<file path="src/verilog/lsu_defs.svh">
`ifndef LSU_DEFS_SVH
`define LSU_DEFS_SVH

`default_nettype none

// datapath widths, fixed by rv32
`define LSU_DATA_W 32
`define LSU_ADDR_W 32
`define LSU_REG_W 5 // x0..x31
`define LSU_STRB_W 4 // one bit per byte lane
`define LSU_OFF_W 2 // byte offset inside a word

// device regions whose byte lanes follow the address offset
`define LSU_SRAM_LO 32'h0f00_0000
`define LSU_SRAM_HI 32'h0fff_ffff

`define LSU_FLASH_LO 32'h3000_0000
`define LSU_FLASH_HI 32'h3fff_ffff

`define LSU_SDRAM_LO 32'ha000_0000
`define LSU_SDRAM_HI 32'hbfff_ffff

// uart16550 register block
`define LSU_UART_LO 32'h1000_0000
`define LSU_UART_HI 32'h1000_0fff

`define LSU_PSRAM_LO 32'h8000_0000
`define LSU_PSRAM_HI 32'h9fff_ffff

`default_nettype wire

`endif

</file>
<file path="src/verilog/lsu_op_pkg.sv">
`include "lsu_defs.svh"
`default_nettype none

package lsu_op_pkg;

	// load opcodes from the decoder, none means no read
	typedef enum logic [2:0] {
		LD_NONE = 3'd0,
		LD_LB   = 3'd1, // sign extended byte
		LD_LH   = 3'd2, // sign extended half
		LD_LW   = 3'd3,
		LD_LBU  = 3'd4, // zero extended byte
		LD_LHU  = 3'd5  // zero extended half
	} load_op_e;

	// store opcodes, none means no write
	typedef enum logic [1:0] {
		ST_NONE = 2'd0,
		ST_SB   = 2'd1,
		ST_SH   = 2'd2,
		ST_SW   = 2'd3
	} store_op_e;

	// one request from execute
	typedef struct packed {
		logic                    wd; // writeback enable
		logic [`LSU_REG_W-1:0]  wreg; // destination register
		logic [`LSU_ADDR_W-1:0] addr; // alu result, address for memory ops
		load_op_e                load_op;
		store_op_e               store_op;
		logic [`LSU_DATA_W-1:0] wdata; // rs2 value for stores
	} lsu_req_t;

	// result handed to writeback
	typedef struct packed {
		logic                    wd;
		logic [`LSU_REG_W-1:0]  wreg;
		logic [`LSU_DATA_W-1:0] wdata;
	} lsu_wb_t;

endpackage

`default_nettype wire

</file>
<file path="src/verilog/lsu_bus_pkg.sv">
`include "lsu_defs.svh"
`default_nettype none

package lsu_bus_pkg;

	// axi style size code, log2 of bytes per beat
	typedef enum logic [2:0] {
		SIZE_1 = 3'd0,
		SIZE_2 = 3'd1,
		SIZE_4 = 3'd2
	} bus_size_e;

	// read and write address channels share this payload
	typedef struct packed {
		logic [`LSU_ADDR_W-1:0] addr;
		bus_size_e               size;
	} addr_chan_t;

	// write data channel
	typedef struct packed {
		logic [`LSU_DATA_W-1:0] data;
		logic [`LSU_STRB_W-1:0] strb; // byte enables, lane aligned
	} wdata_chan_t;

	// read data is a plain word on r_data_i, no struct needed

endpackage

`default_nettype wire

</file>
<file path="src/verilog/lsu_ctrl.sv">
`timescale 1ns/1ps
`include "lsu_defs.svh"
`default_nettype none

module lsu_ctrl (
	input  wire                   clock,
	input  wire                   rstn,
	// execute side
	input  wire                   exu_valid_i,
	output logic                  lsu_ready_o,
	input  lsu_op_pkg::lsu_req_t  req_i,
	output lsu_op_pkg::lsu_req_t  req_o, // latched copy for the datapath
	// bus strobes
	output logic                  ar_valid_o,
	input  wire                   ar_ready_i,
	output logic                  aw_valid_o,
	input  wire                   aw_ready_i,
	output logic                  w_valid_o,
	input  wire                   w_ready_i,
	input  wire                   r_valid_i,
	output logic                  r_ready_o,
	input  wire                   b_valid_i,
	output logic                  b_ready_o,
	// datapath control
	output logic                  load_capture_o,
	// writeback side
	output logic                  lsu_valid_o,
	input  wire                   wbu_ready_i
);
	import lsu_op_pkg::*;

	typedef enum logic [1:0] {
		S_IDLE = 2'd0, // waiting for execute
		S_ADDR = 2'd1, // address (and write data) offered
		S_DATA = 2'd2, // waiting for read data or write response
		S_DONE = 2'd3  // result held for writeback
	} state_e;

	state_e   state_q;
	state_e   state_d;
	lsu_req_t req_q;
	logic     is_load;
	logic     is_store;
	logic     accept;

	assign accept = exu_valid_i && lsu_ready_o;

	// request held for the whole transaction
	always_ff @(posedge clock) begin
		if (accept) begin
			req_q <= req_i;
		end
	end

	assign req_o = req_q;

	// a load wins if the decoder ever sets both
	assign is_load  = (req_q.load_op != LD_NONE);
	assign is_store = !is_load && (req_q.store_op != ST_NONE);

	always_ff @(posedge clock) begin
		if (!rstn) begin
			state_q <= S_IDLE;
		end else begin
			state_q <= state_d;
		end
	end

	always_comb begin
		state_d = state_q;
		case (state_q)
			S_IDLE: begin
				if (exu_valid_i) begin
					state_d = S_ADDR;
				end
			end
			S_ADDR: begin
				if (!is_load && !is_store) begin
					state_d = S_DONE; // alu result only, no bus access
				end else if (is_load && ar_ready_i) begin
					state_d = S_DATA;
				end else if (is_store && aw_ready_i && w_ready_i) begin
					state_d = S_DATA; // address and data taken on the same edge
				end
			end
			S_DATA: begin
				if ((is_load && r_valid_i) || (is_store && b_valid_i)) begin
					state_d = S_DONE;
				end
			end
			S_DONE: begin
				if (wbu_ready_i) begin
					state_d = S_IDLE;
				end
			end
			default: state_d = S_IDLE;
		endcase
	end

	// strobes follow the state only
	assign lsu_ready_o = (state_q == S_IDLE);
	assign ar_valid_o  = (state_q == S_ADDR) && is_load;
	assign aw_valid_o  = (state_q == S_ADDR) && is_store;
	assign w_valid_o   = (state_q == S_ADDR) && is_store; // paired with aw
	assign r_ready_o   = (state_q == S_DATA) && is_load; // only after ar accepted
	assign b_ready_o   = (state_q == S_DATA) && is_store;
	assign lsu_valid_o = (state_q == S_DONE);

	// read beat accepted this edge
	assign load_capture_o = r_ready_o && r_valid_i;

endmodule

`default_nettype wire

</file>
<file path="src/verilog/lsu_region_decode.sv">
`timescale 1ns/1ps
`include "lsu_defs.svh"
`default_nettype none

module lsu_region_decode (
	input  wire [`LSU_ADDR_W-1:0] addr_i,
	output logic                  lane_shift_o
);

	// inclusive bounds, unsigned compare
	function automatic logic in_range(
		input logic [`LSU_ADDR_W-1:0] addr,
		input logic [`LSU_ADDR_W-1:0] lo,
		input logic [`LSU_ADDR_W-1:0] hi
	);
		in_range = (addr >= lo) && (addr <= hi);
	endfunction

	logic in_sram;
	logic in_flash;
	logic in_sdram;
	logic in_uart;
	logic in_psram;

	assign in_sram  = in_range(addr_i, `LSU_SRAM_LO, `LSU_SRAM_HI);
	assign in_flash = in_range(addr_i, `LSU_FLASH_LO, `LSU_FLASH_HI);
	assign in_sdram = in_range(addr_i, `LSU_SDRAM_LO, `LSU_SDRAM_HI);
	assign in_uart  = in_range(addr_i, `LSU_UART_LO, `LSU_UART_HI);
	assign in_psram = in_range(addr_i, `LSU_PSRAM_LO, `LSU_PSRAM_HI);

	// these devices return the word lane-aligned, so data follows the offset
	assign lane_shift_o = in_sram || in_flash || in_sdram || in_uart || in_psram;

endmodule

`default_nettype wire

</file>
<file path="src/verilog/lsu_store_lane.sv">
`timescale 1ns/1ps
`include "lsu_defs.svh"
`default_nettype none

module lsu_store_lane (
	input  lsu_op_pkg::lsu_req_t     req_i,
	input  wire                      lane_shift_i,
	output lsu_bus_pkg::addr_chan_t  aw_o,
	output lsu_bus_pkg::wdata_chan_t w_o
);
	import lsu_op_pkg::*;
	import lsu_bus_pkg::*;

	bus_size_e              size;
	logic [`LSU_STRB_W-1:0] base_strb; // strobe for offset 0
	logic [`LSU_OFF_W-1:0]  off;

	always_comb begin
		case (req_i.store_op)
			ST_SB: begin
				size      = SIZE_1;
				base_strb = 4'b0001;
			end
			ST_SH: begin
				size      = SIZE_2;
				base_strb = 4'b0011;
			end
			ST_SW: begin
				size      = SIZE_4;
				base_strb = 4'b1111;
			end
			default: begin
				size      = SIZE_4; // no store, strobes stay off
				base_strb = '0;
			end
		endcase
	end

	// offset matters only inside device regions
	assign off = lane_shift_i ? req_i.addr[`LSU_OFF_W-1:0] : '0;

	always_comb begin
		aw_o.addr = req_i.addr;
		aw_o.size = size;
		w_o.strb  = base_strb << off; // upper lanes drop out
		w_o.data  = req_i.wdata << {off, 3'b000}; // 8 bits per byte of offset
	end

endmodule

`default_nettype wire

</file>
<file path="src/verilog/lsu_load_extract.sv">
`timescale 1ns/1ps
`include "lsu_defs.svh"
`default_nettype none

module lsu_load_extract (
	input  wire                     clock,
	input  wire                     rstn,
	input  lsu_op_pkg::lsu_req_t    req_i,
	input  wire                     lane_shift_i,
	input  wire                     load_capture_i, // read beat taken this edge
	input  wire [`LSU_DATA_W-1:0]   r_data_i,
	output lsu_bus_pkg::addr_chan_t ar_o,
	output logic [`LSU_DATA_W-1:0]  wb_data_o
);
	import lsu_op_pkg::*;
	import lsu_bus_pkg::*;

	bus_size_e              size;
	logic [`LSU_OFF_W-1:0]  off;
	logic [`LSU_DATA_W-1:0] shifted; // addressed byte moved to lane 0
	logic [`LSU_DATA_W-1:0] extended;
	logic [`LSU_DATA_W-1:0] load_q;

	always_comb begin
		case (req_i.load_op)
			LD_LB, LD_LBU: size = SIZE_1;
			LD_LH, LD_LHU: size = SIZE_2;
			default:       size = SIZE_4;
		endcase
	end

	always_comb begin
		ar_o.addr = req_i.addr;
		ar_o.size = size;
	end

	assign off     = lane_shift_i ? req_i.addr[`LSU_OFF_W-1:0] : '0;
	assign shifted = r_data_i >> {off, 3'b000};

	always_comb begin
		case (req_i.load_op)
			LD_LB:   extended = {{(`LSU_DATA_W-8){shifted[7]}}, shifted[7:0]};
			LD_LH:   extended = {{(`LSU_DATA_W-16){shifted[15]}}, shifted[15:0]};
			LD_LBU:  extended = {{(`LSU_DATA_W-8){1'b0}}, shifted[7:0]};
			LD_LHU:  extended = {{(`LSU_DATA_W-16){1'b0}}, shifted[15:0]};
			default: extended = shifted; // lw, word as is
		endcase
	end

	// bus data is gone after the beat, keep the shaped value
	always_ff @(posedge clock) begin
		if (!rstn) begin
			load_q <= '0;
		end else if (load_capture_i) begin
			load_q <= extended;
		end
	end

	// stores and alu ops return the address
	assign wb_data_o = (req_i.load_op != LD_NONE) ? load_q : req_i.addr;

endmodule

`default_nettype wire

</file>
<file path="src/verilog/lsu_top.sv">
`timescale 1ns/1ps
`include "lsu_defs.svh"
`default_nettype none

module lsu_top (
	input  wire                      clock,
	input  wire                      rstn,
	// execute
	input  wire                      exu_valid_i,
	output logic                     lsu_ready_o,
	input  lsu_op_pkg::lsu_req_t     req_i,
	// writeback
	output logic                     lsu_valid_o,
	input  wire                      wbu_ready_i,
	output lsu_op_pkg::lsu_wb_t      wb_o,
	// read address
	output lsu_bus_pkg::addr_chan_t  ar_o,
	output logic                     ar_valid_o,
	input  wire                      ar_ready_i,
	// write address
	output lsu_bus_pkg::addr_chan_t  aw_o,
	output logic                     aw_valid_o,
	input  wire                      aw_ready_i,
	// write data
	output lsu_bus_pkg::wdata_chan_t w_o,
	output logic                     w_valid_o,
	input  wire                      w_ready_i,
	// read data
	input  wire [`LSU_DATA_W-1:0]    r_data_i,
	input  wire                      r_valid_i,
	output logic                     r_ready_o,
	// write response
	input  wire                      b_valid_i,
	output logic                     b_ready_o
);
	import lsu_op_pkg::*;

	lsu_req_t               req_q; // latched request
	logic                   lane_shift;
	logic                   load_capture;
	logic [`LSU_DATA_W-1:0] wb_data;

	lsu_ctrl u_ctrl (
		.clock          (clock),
		.rstn           (rstn),
		.exu_valid_i    (exu_valid_i),
		.lsu_ready_o    (lsu_ready_o),
		.req_i          (req_i),
		.req_o          (req_q),
		.ar_valid_o     (ar_valid_o),
		.ar_ready_i     (ar_ready_i),
		.aw_valid_o     (aw_valid_o),
		.aw_ready_i     (aw_ready_i),
		.w_valid_o      (w_valid_o),
		.w_ready_i      (w_ready_i),
		.r_valid_i      (r_valid_i),
		.r_ready_o      (r_ready_o),
		.b_valid_i      (b_valid_i),
		.b_ready_o      (b_ready_o),
		.load_capture_o (load_capture),
		.lsu_valid_o    (lsu_valid_o),
		.wbu_ready_i    (wbu_ready_i)
	);

	lsu_region_decode u_region (
		.addr_i       (req_q.addr),
		.lane_shift_o (lane_shift)
	);

	lsu_store_lane u_store (
		.req_i        (req_q),
		.lane_shift_i (lane_shift),
		.aw_o         (aw_o),
		.w_o          (w_o)
	);

	lsu_load_extract u_load (
		.clock          (clock),
		.rstn           (rstn),
		.req_i          (req_q),
		.lane_shift_i   (lane_shift),
		.load_capture_i (load_capture),
		.r_data_i       (r_data_i),
		.ar_o           (ar_o),
		.wb_data_o      (wb_data)
	);

	// register index and enable come straight from the latched request
	assign wb_o = '{wd: req_q.wd, wreg: req_q.wreg, wdata: wb_data};

endmodule

`default_nettype wire

</file>
<file path="config.mk">
export PLATFORM = sky130hd
export DESIGN_NAME = lsu_top
export DESIGN_NICKNAME = d
export VERILOG_FILES = /design/src/verilog/lsu_op_pkg.sv /design/src/verilog/lsu_bus_pkg.sv /design/src/verilog/lsu_ctrl.sv /design/src/verilog/lsu_region_decode.sv /design/src/verilog/lsu_store_lane.sv /design/src/verilog/lsu_load_extract.sv /design/src/verilog/lsu_top.sv
export VERILOG_INCLUDE_DIRS = /design/src /design/src/verilog
export SDC_FILE = /design/constraint.sdc
export NUM_CORES = 1
export LEC_CHECK = 0
export BUFFER_PORTS_ARGS = -buffer_cell sky130_fd_sc_hd__buf_2
export CORE_AREA = 2 2 114 116
export CTS_BUF_LIST = sky130_fd_sc_hd__clkbuf_8 sky130_fd_sc_hd__clkbuf_16
export CTS_CLUSTER_DIAMETER = 30
export DETAILED_ROUTE_END_ITERATION = 16
export DIE_AREA = 0 0 116 118
export PLACE_DENSITY = 0.82
export SYNTH_ARGS = -nofsm -noshare
export SYNTH_HDL_FRONTEND = slang
export SYNTH_SLANG_ARGS = --single-unit
</file>
<file path="constraint.sdc">
create_clock -name clock -period 6.86 [get_ports clock]
set_input_delay 0.343 -clock clock [delete_from_list [all_inputs] [get_ports clock]]
set_output_delay 0.343 -clock clock [all_outputs]
set_load 0.1 [all_outputs]
</file>
# Word level (Yosys, flattened, before mapping)
# Index checks and enable logic that the tools add are counted.
[op_classes] shifts=3 mux=13 n_reduce_logical=31 order_cmp=10 eq_ne=14
[ops] cell="$pmux W32 S4" n=1
[ops] cell="$ge A32 B32 Y1 const B" n=2
[ops] cell="$le A32 B32 Y1 const B" n=2
[ops] cell="$ge A32 B28 Y1 const B" n=1
[ops] cell="$ge A32 B29 Y1 const B" n=1
[ops] cell="$ge A32 B30 Y1 const B" n=1
[ops] cell="$le A32 B28 Y1 const B" n=1
[ops] cell="$le A32 B29 Y1 const B" n=1
[ops] cell="$le A32 B30 Y1 const B" n=1
[ops] cell="$mux W32" n=1
[ops] cell="$shl A32 B5 Y32" n=1
[ops] cell="$shr A32 B5 Y32" n=1
[ops] cell="$logic_and A1 B1 Y1" n=18
[ops] cell="$mux W2" n=7
[ops] cell="$pmux W4 S3" n=1
[ops] cell="$eq A2 B2 Y1 const B" n=4
[ops] cell="$pmux W2 S2" n=2
[ops] cell="$pmux W2 S4" n=1
[ops] cell="$eq A3 B3 Y1 const B" n=2
[ops] cell="$logic_or A1 B1 Y1" n=5
[ops] cell="$eq A2 B1 Y1 const B" n=2
[ops] cell="$ne A2 B1 Y1 const B" n=2
[ops] cell="$ne A4 B1 Y1 const B" n=1
[ops] cell="$reduce_and A4 Y1" n=1
[ops] cell="9 further kinds" n=11
[word_totals] reg_bits=109 out_inout_bits=151 elab_cells=79

# Depth between registers and ports, before layout
# Gate-level depths: netlist of the first run.
[logic_depth] word_depth=9 depth_mapped=8 mapped_depth_nobuf=7

# Hierarchy
# A second synthesis of the first run with hierarchy kept.
[unflattened] hier_cells=586 area_unflattened_um2=6072.1
[by_module_without_submodules] mod="lsu_ctrl" instances=1 area_per_inst_um2=2539.9 cells_per_inst=112 seq_area_each_um2=2292.2
[by_module_without_submodules] mod="lsu_load_extract" instances=1 area_per_inst_um2=2489.9 cells_per_inst=335 seq_area_each_um2=640.6
[by_module_without_submodules] mod="lsu_store_lane" instances=1 area_per_inst_um2=970.9 cells_per_inst=128 seq_area_each_um2=0.0
[by_module_without_submodules] mod="lsu_region_decode" instances=1 area_per_inst_um2=71.3 cells_per_inst=11 seq_area_each_um2=0.0

# Least setup slack after synthesis of the first run
# No wires, ideal clock.
[synth_timing] kind="flip-flop to output port" start="register u_ctrl.req_o[66] (netlist name)" end="output w_o[20] (netlist name)" t_required_ps=6517 path_stages_with_launch=6 setup_slack_ps=2750 t_arrival_ps=3767 n_path_buf=1 cell_sequence="edfxtp_1 o41a_2 o32ai_4 buf_4 mux2i_1 o21ai_0"
[synth_lines] element="to (decl)" line="lsu_top.sv:25" source="output lsu_bus_pkg::wdata_chan_t w_o,"

==> impl_metrics.csv, run 1 <==
group,metric,value,unit
detailed_routing,drt_iter0_markers,301,
yosys,syn_area,6080,um2
yosys,synth_cell_types,55,
hold_path,whs_path_depth,1,
yosys,ys_seq_elements,109,
sta,setup_tns,0,ns
sta,relSlewSlack,33.4,%
floorplanning,dieArea,13700,um2
critical_path,r2r_cells,5,
place,place_congestion,0.826,
cts,cts_root_buf,"clkbuf_16",
critical_path,endpoint_kind,"output pin",
global_route,grt_pass1_vias,5147,
detailed_routing,wl,17.2,mm
sta,max_freq,0.271,GHz
critical_path,critPathLaunchType,"flip-flop",
cts,clock-sinks,109,
detailed_routing,routedWlPerCell,17.3,um
sta,worst_pin_slew,0.998,ns
sta,worst_clock_skew,0.00833,ns
cts,ctsResizeCount,0,
yosys,ys_seq_area_share,48.2,%
detailed_routing,route.detailed.drc,0,
cts,clockBufferDepth,2,
cells_and_area,multiInputGateArea,2400,um2
hold_path,hp-class,"input pin to flip-flop",
global_route,antenna_found_initial,4,
yosys,synth_cells,638,
sta,rsz0062_at_grt,"false",
yosys,yosys-top-cells-area,"edfxtp_1 37%, dfxtp_1 11%, buf_4 9.3%, nand2_1 9.2%, o21ai_0 3.8%",
critical_path,cp.depth,7,
critical_path,slowest_stage,"nor4_1",
critical_path,cp_data_required_time,6.52,ns
floorplanning,die_w,116,um
critical_path,crit_family,"simple AND/OR/NAND/NOR gates",
floorplanning,core-area,12400,um2
cts,cts_tree,"built",
cells_and_area,fillCellCount,1164,
place,post-dp-hpwl,12.7,mm
sta,finalHoldViolations,0,
global_route,gr-total-overflow,0,
critical_path,worstPathArrival,3.34,ns
critical_path,crit_path_cell_trace,"nor4_1, nand2_1, o22ai_1, nand2_1, and3_1, a21oi_1, buf_2",
sta,period_share,53.7,%
detailed_routing,num_vias,5345,
cells_and_area,area_growth,19.2,%
cts,htreeDepth,3,
cells_and_area,drive_gt1_share,38.2,%
floorplanning,die_y,118,um
cts,cts_hold_buf,0,
job,cap_viol_max_count,0,
global_route,grt_max_degree,76,
detailed_routing,first_pass_iters,4,
sta,setup_viol,0,
cells_and_area,fin_nets,939,
floorplanning,initial_utilization,49.0,%
critical_path,crit_top_cell,"nand2_1",
cts,clock_latency,0.35,ns
yosys,ys.flop_type,"edfxtp_1",
place,portBuffers,264,
floorplanning,ios,267,
detailed_routing,ant_nets,0,
yosys,synth_edf_count,75,
critical_path,slowest_delay,0.57,ns
yosys,synth_top_area_share,37.0,%
yosys,syn_avg_cell_area,9.53,um2
detailed_routing,viasPerCell,5.38,
yosys,async_flop_share,0,%
floorplanning,std_cell_rows,41,
yosys,synth-warning-count,0,
outcome,status,"finished, final reports clean",
critical_path,path_class,"flip-flop to output pin",
cells_and_area,seqCellArea,2930,um2
cts,cts_buffers,9,
cts,cts_setup_buffers,0,
critical_path,cp_max_fo,9,
yosys,yosysTopAreaCell,"edfxtp_1",
global_route,grt_pass1_wl,26.2,mm
sta,min_period,3.68,ns
global_route,grt_usage,24.9,%
cts,clk_pin_slew,0.07,ns
critical_path,cp.buffers_inverters,1,
sta,slew_violations,0,
-- synthesized netlist by cell type, types with 9 or more instances --
cell type	n
clkbuf_1	18
a31oi_1	16
and3_1	10
dfxtp_1	34
a32oi_1	10
edfxtp_1	75
mux2i_1	10
o22ai_1	9
and2_1	10
inv_1	15
nand2_1	149
mux2_2	15
a21oi_1	21
buf_4	75
nor2_1	24
o21ai_0	46
-- through the flow --
stage | util (%) | hold slack [ns] | area, um2 | instances | worst slack, ns
after floorplan | - | 0.425 | 6080 | 639 | 2.75
after global placement | 56.2 | 0.436 | 6980 | 977 | 3.65
after CTS | 58.3 | 0.147 | 7240 | 992 | 3.19
after detailed placement | 56.2 | 0.442 | 6980 | 977 | 3.60
after global routing | 58.3 | 0.148 | 7240 | 992 | 2.97
final | 58.4 | 0.163 | 7240 | 994 | 3.18
-- layout make-up --
| cell class | instances | share of cell area, % |
|---|---|---|
| Inverter | 15 | 0.777 |
| Tap cell | 172 | 2.97 |
| Sequential cell | 109 | 40.5 |
| Antenna cell | 2 | 0.0691 |
| Multi-Input combinational cell | 410 | 33.2 |
| Clock buffer | 9 | 3.11 |
| Timing Repair Buffer | 271 | 19.0 |
| Clock inverter | 6 | 0.449 |
-- state kept, by name, summed over array words and instances (netlist names) --
register and cells:
u_ctrl.req_o 75, u_load.load_q 32, u_ctrl.state_q 2
-- per-layer routing --
| layer | routed length (um) | part of all wire (%) | vias up | track usage, % |
|---|---|---|---|---|
| met2 | 8370 | 49 | 273 | 42.1 |
| met5 | 13 | 0.076 | - | 0 |
| li1 | - | - | 2546 | - |
| met3 | 1670 | 9.7 | 29 | 8.29 |
| met4 | 362 | 2.1 | 2 | 8.26 |
| met1 | 6770 | 39 | 2495 | 29.5 |
-- cell families after synthesis --
family | count (synthesis) | share of synthesized area, %
AO/OA/AOI/OAI | 149 | 16.8
XOR/XNOR | 1 | 0.144
buffers and inverters | 120 | 12.6
flip-flops | 109 | 48.2
multiplexers | 25 | 4.42
AND/OR/NAND/NOR | 226 | 16.4
other | 1 | 0.0617
adder cells (fa/ha/maj) | 7 | 1.44
-- final timing paths --
kind | startpoint | endpoint | slack, ns
worst max-delay path | u_ctrl.req_o[64] | w_o[29] | 3.18
worst min-delay path | req_i[63] | u_ctrl.req_o[63] | 0.16
worst max register to register | u_ctrl.req_o[38] | u_load.load_q[9] | 3.98
worst min register to register | u_load.load_q[4] | u_load.load_q[4] | 0.46
-- layout by cell type, fill, tap and decap left out, types with 10 or more instances in the layout --
master / n
buf_2: 264
nand2_1: 149
edfxtp_1: 75
o21ai_0: 46
dfxtp_1: 34
nor2_1: 24
a21oi_1: 21
inv_1: 17
a31oi_1: 16
mux2_2: 15
and3_1: 10
mux2i_1: 10
Power of run 1 is not shown: default switching activity piles up to over one toggle a cycle in this logic, so the estimate is an artifact.
==> run 2, diff against run 1 <==
--- a/config.mk
+++ b/config.mk
@@ -7,12 +7,12 @@
 export NUM_CORES = 1
 export LEC_CHECK = 0
 export BUFFER_PORTS_ARGS = -buffer_cell sky130_fd_sc_hd__buf_2
-export CORE_AREA = 2 2 114 116
+export CORE_AREA = 2 2 122 124
 export CTS_BUF_LIST = sky130_fd_sc_hd__clkbuf_8 sky130_fd_sc_hd__clkbuf_16
 export CTS_CLUSTER_DIAMETER = 30
 export DETAILED_ROUTE_END_ITERATION = 16
-export DIE_AREA = 0 0 116 118
-export PLACE_DENSITY = 0.82
+export DIE_AREA = 0 0 124 126
+export PLACE_DENSITY = 0.76
 export SYNTH_ARGS = -nofsm -noshare
 export SYNTH_HDL_FRONTEND = slang
 export SYNTH_SLANG_ARGS = --single-unit
==> constraint.sdc (replaced) <==
create_clock -name clock -period 3.04 [get_ports clock]
set_input_delay 0.152 -clock clock [delete_from_list [all_inputs] [get_ports clock]]
set_output_delay 0.152 -clock clock [all_outputs]
set_load 0.1 [all_outputs]
==> impl_metrics.csv, run 2 (same netlist as run 1, synthesis figures left out) <==
group,metric,value,unit
outcome,status,"finished, final reports clean",
sta,max_freq,0.339,GHz
hold_path,hp-class,"input pin to flip-flop",
global_route,grt_pass1_vias,5750,
cells_and_area,final_util,61.1,%
floorplanning,die_y,126,um
cells_and_area,mostFrequentLayoutCells,"236 x buf_2, 149 x nand2_1, 75 x dlygate4sd3_1, 75 x edfxtp_1, 37 x o21ai_0",
cells_and_area,fin_nets,1031,
floorplanning,die_w,124,um
cells_and_area,drive_gt1_share,39.3,%
floorplanning,initial_utilization,42.5,%
global_route,grt_usage,25.6,%
floorplanning,dieArea,15600,um2
cells_and_area,final_cell_area,8750,um2
cts,cts_root_buf,"clkbuf_16",
sta,setup_tns,0,ns
detailed_routing,drt_iter0_markers,359,
global_route,antenna_found_initial,1,
pwr,max-vdd-ir-drop,823,uV
critical_path,cp.buffers_inverters,2,
detailed_routing,route.met3.wl,1.84,mm
detailed_routing,route.detailed.drc,0,
critical_path,endpoint_kind,"output pin",
global_route,grt_max_degree,49,
detailed_routing,routedWlPerCell,18.5,um
cts,clk_pin_slew,0.07,ns
critical_path,path_class,"flip-flop to output pin",
critical_path,crit_path_cell_trace,"o41a_4, o32ai_4, buf_12, and2b_1, a211oi_1, a21oi_2, clkbuf_4",
cts,htreeDepth,3,
detailed_routing,wl,20.3,mm
job,cap_viol_max_count,0,
sta,setup_viol,0,
critical_path,critPathLaunchType,"flip-flop",
detailed_routing,num_vias,5829,
critical_path,cp_max_fo,27,
place,place_congestion,0.872,
critical_path,cp_data_required_time,2.89,ns
detailed_routing,ant_nets,0,
sta,worst_clock_skew,0.00634,ns
place,dp_worst_setup_slack,0.211,ns
detailed_routing,first_pass_iters,5,
pwr,total_power,10.5,mW
cts,cts_buffers,9,
pwr,power_leakage,3.84,nW
sta,relSlewSlack,27.0,%
cells_and_area,largest_reg_flops,75,
detailed_routing,routedLengthMet1,7.65,mm
cts,clock-sinks,109,
detailed_routing,wl_met2,10.1,mm
sta,worst_pin_slew,1.09,ns
floorplanning,core-area,14300,um2
global_route,grt_pass1_wl,30.5,mm
sta,finalHoldViolations,0,
floorplanning,std_cell_rows,44,
cts,clockBufferDepth,2,
place,post-dp-hpwl,14.1,mm
cells_and_area,final_common_cell,"buf_2",
sta,slew_violations,0,
pwr,p_per_area,1200,nW/um2
sta,min_period,2.95,ns
detailed_routing,top_layer,"met5",
sta,setup_slack,0.0874,ns
cells_and_area,area_growth,43.9,%
cells_and_area,diodes,0,
global_route,gr-total-overflow,0,
place,portBuffers,264,
floorplanning,ios,267,
critical_path,slowest_stage,"o41a_4",
critical_path,slowest_delay,0.59,ns
sta,rsz0062_at_grt,"false",
detailed_routing,viasPerCell,5.31,
sta,period_share,97.1,%
place,place_area,7580,um2
critical_path,worstPathArrival,2.80,ns
cts,clock_latency,0.35,ns
cts,cts_tree,"built",
critical_path,crit_family,"compound AO/OA/AOI/OAI gates",
## run 2: changes by cell type in the layout (fill, tap and decap cells not counted), sizes merged
cell	change
clkbuf	+6
inv	-2
dlygate4sd3	+75
clkinv	+1
diode	-2
buf	+14
clkinvlp	-1
## run 2: report_power, final
| group | internal (mW) | switching (mW) |
|---|---|---|
| sequential | 2.02 | 0.261 |
| combinational | 1.48 | 5.53 |
| clock | 0.646 | 0.534 |
| total | 4.15 | 6.33 |
## run 2: worst paths after layout
kind                                        from           endpoint  slack (ns)  cells past startpoint
worst max-delay path            u_ctrl.req_o[66]            w_o[30]        0.09                      7
worst min register to register  u_load.load_q[0]   u_load.load_q[0]        0.45                      2
worst max register to register  u_ctrl.req_o[66]  u_load.load_q[20]        0.20                      7
worst min-delay path                r_data_i[31]  u_load.load_q[31]        0.09                      3
## run 2: metrics by stage
stage / instances / hold slack [ns]
6_report: 1097 / 0.0897
5_1_grt: 1097 / 0.0870
4_1_cts: 1093 / 0.0713
3_5_place_dp: 1002 / 0.330
3_3_place_gp: 1002 / 0.328
2_1_floorplan: 639 / 0.251
## run 2: tightest hold or removal path, stage by stage
cell     delay (ns)
buf_2          0.12
nand2_1        0.05
a31oi_1        0.07
## run 2: repair_timing
| item | in CTS | in global routing |
|---|---|---|
| setup endpoints to repair | 20 | 6 |
| gates resized for setup | 3 | 16 |
| hold buffers | 75 | 0 |
| hold endpoints to repair | 75 | 0 |
| buffers inserted | 0 | 4 |
## run 2: per-layer routing
layer | track usage, % | up-vias
met3 | 7.56 | 57
met4 | 11.0 | 2
li1 | - | 2733
met5 | 0 | -
met2 | 43.9 | 310
met1 | 29.5 | 2727
## run 2: area by class of cell
class	count	area [um2]
fill	1156	5560
sequential	109	2930
timing repair buffer	363	2660
multi-input combinational	410	2570
clock buffer	12	278
tap	184	230
inverter	15	56.3
clock inverter	4	21.3
(Power assumes the default switching activity.)
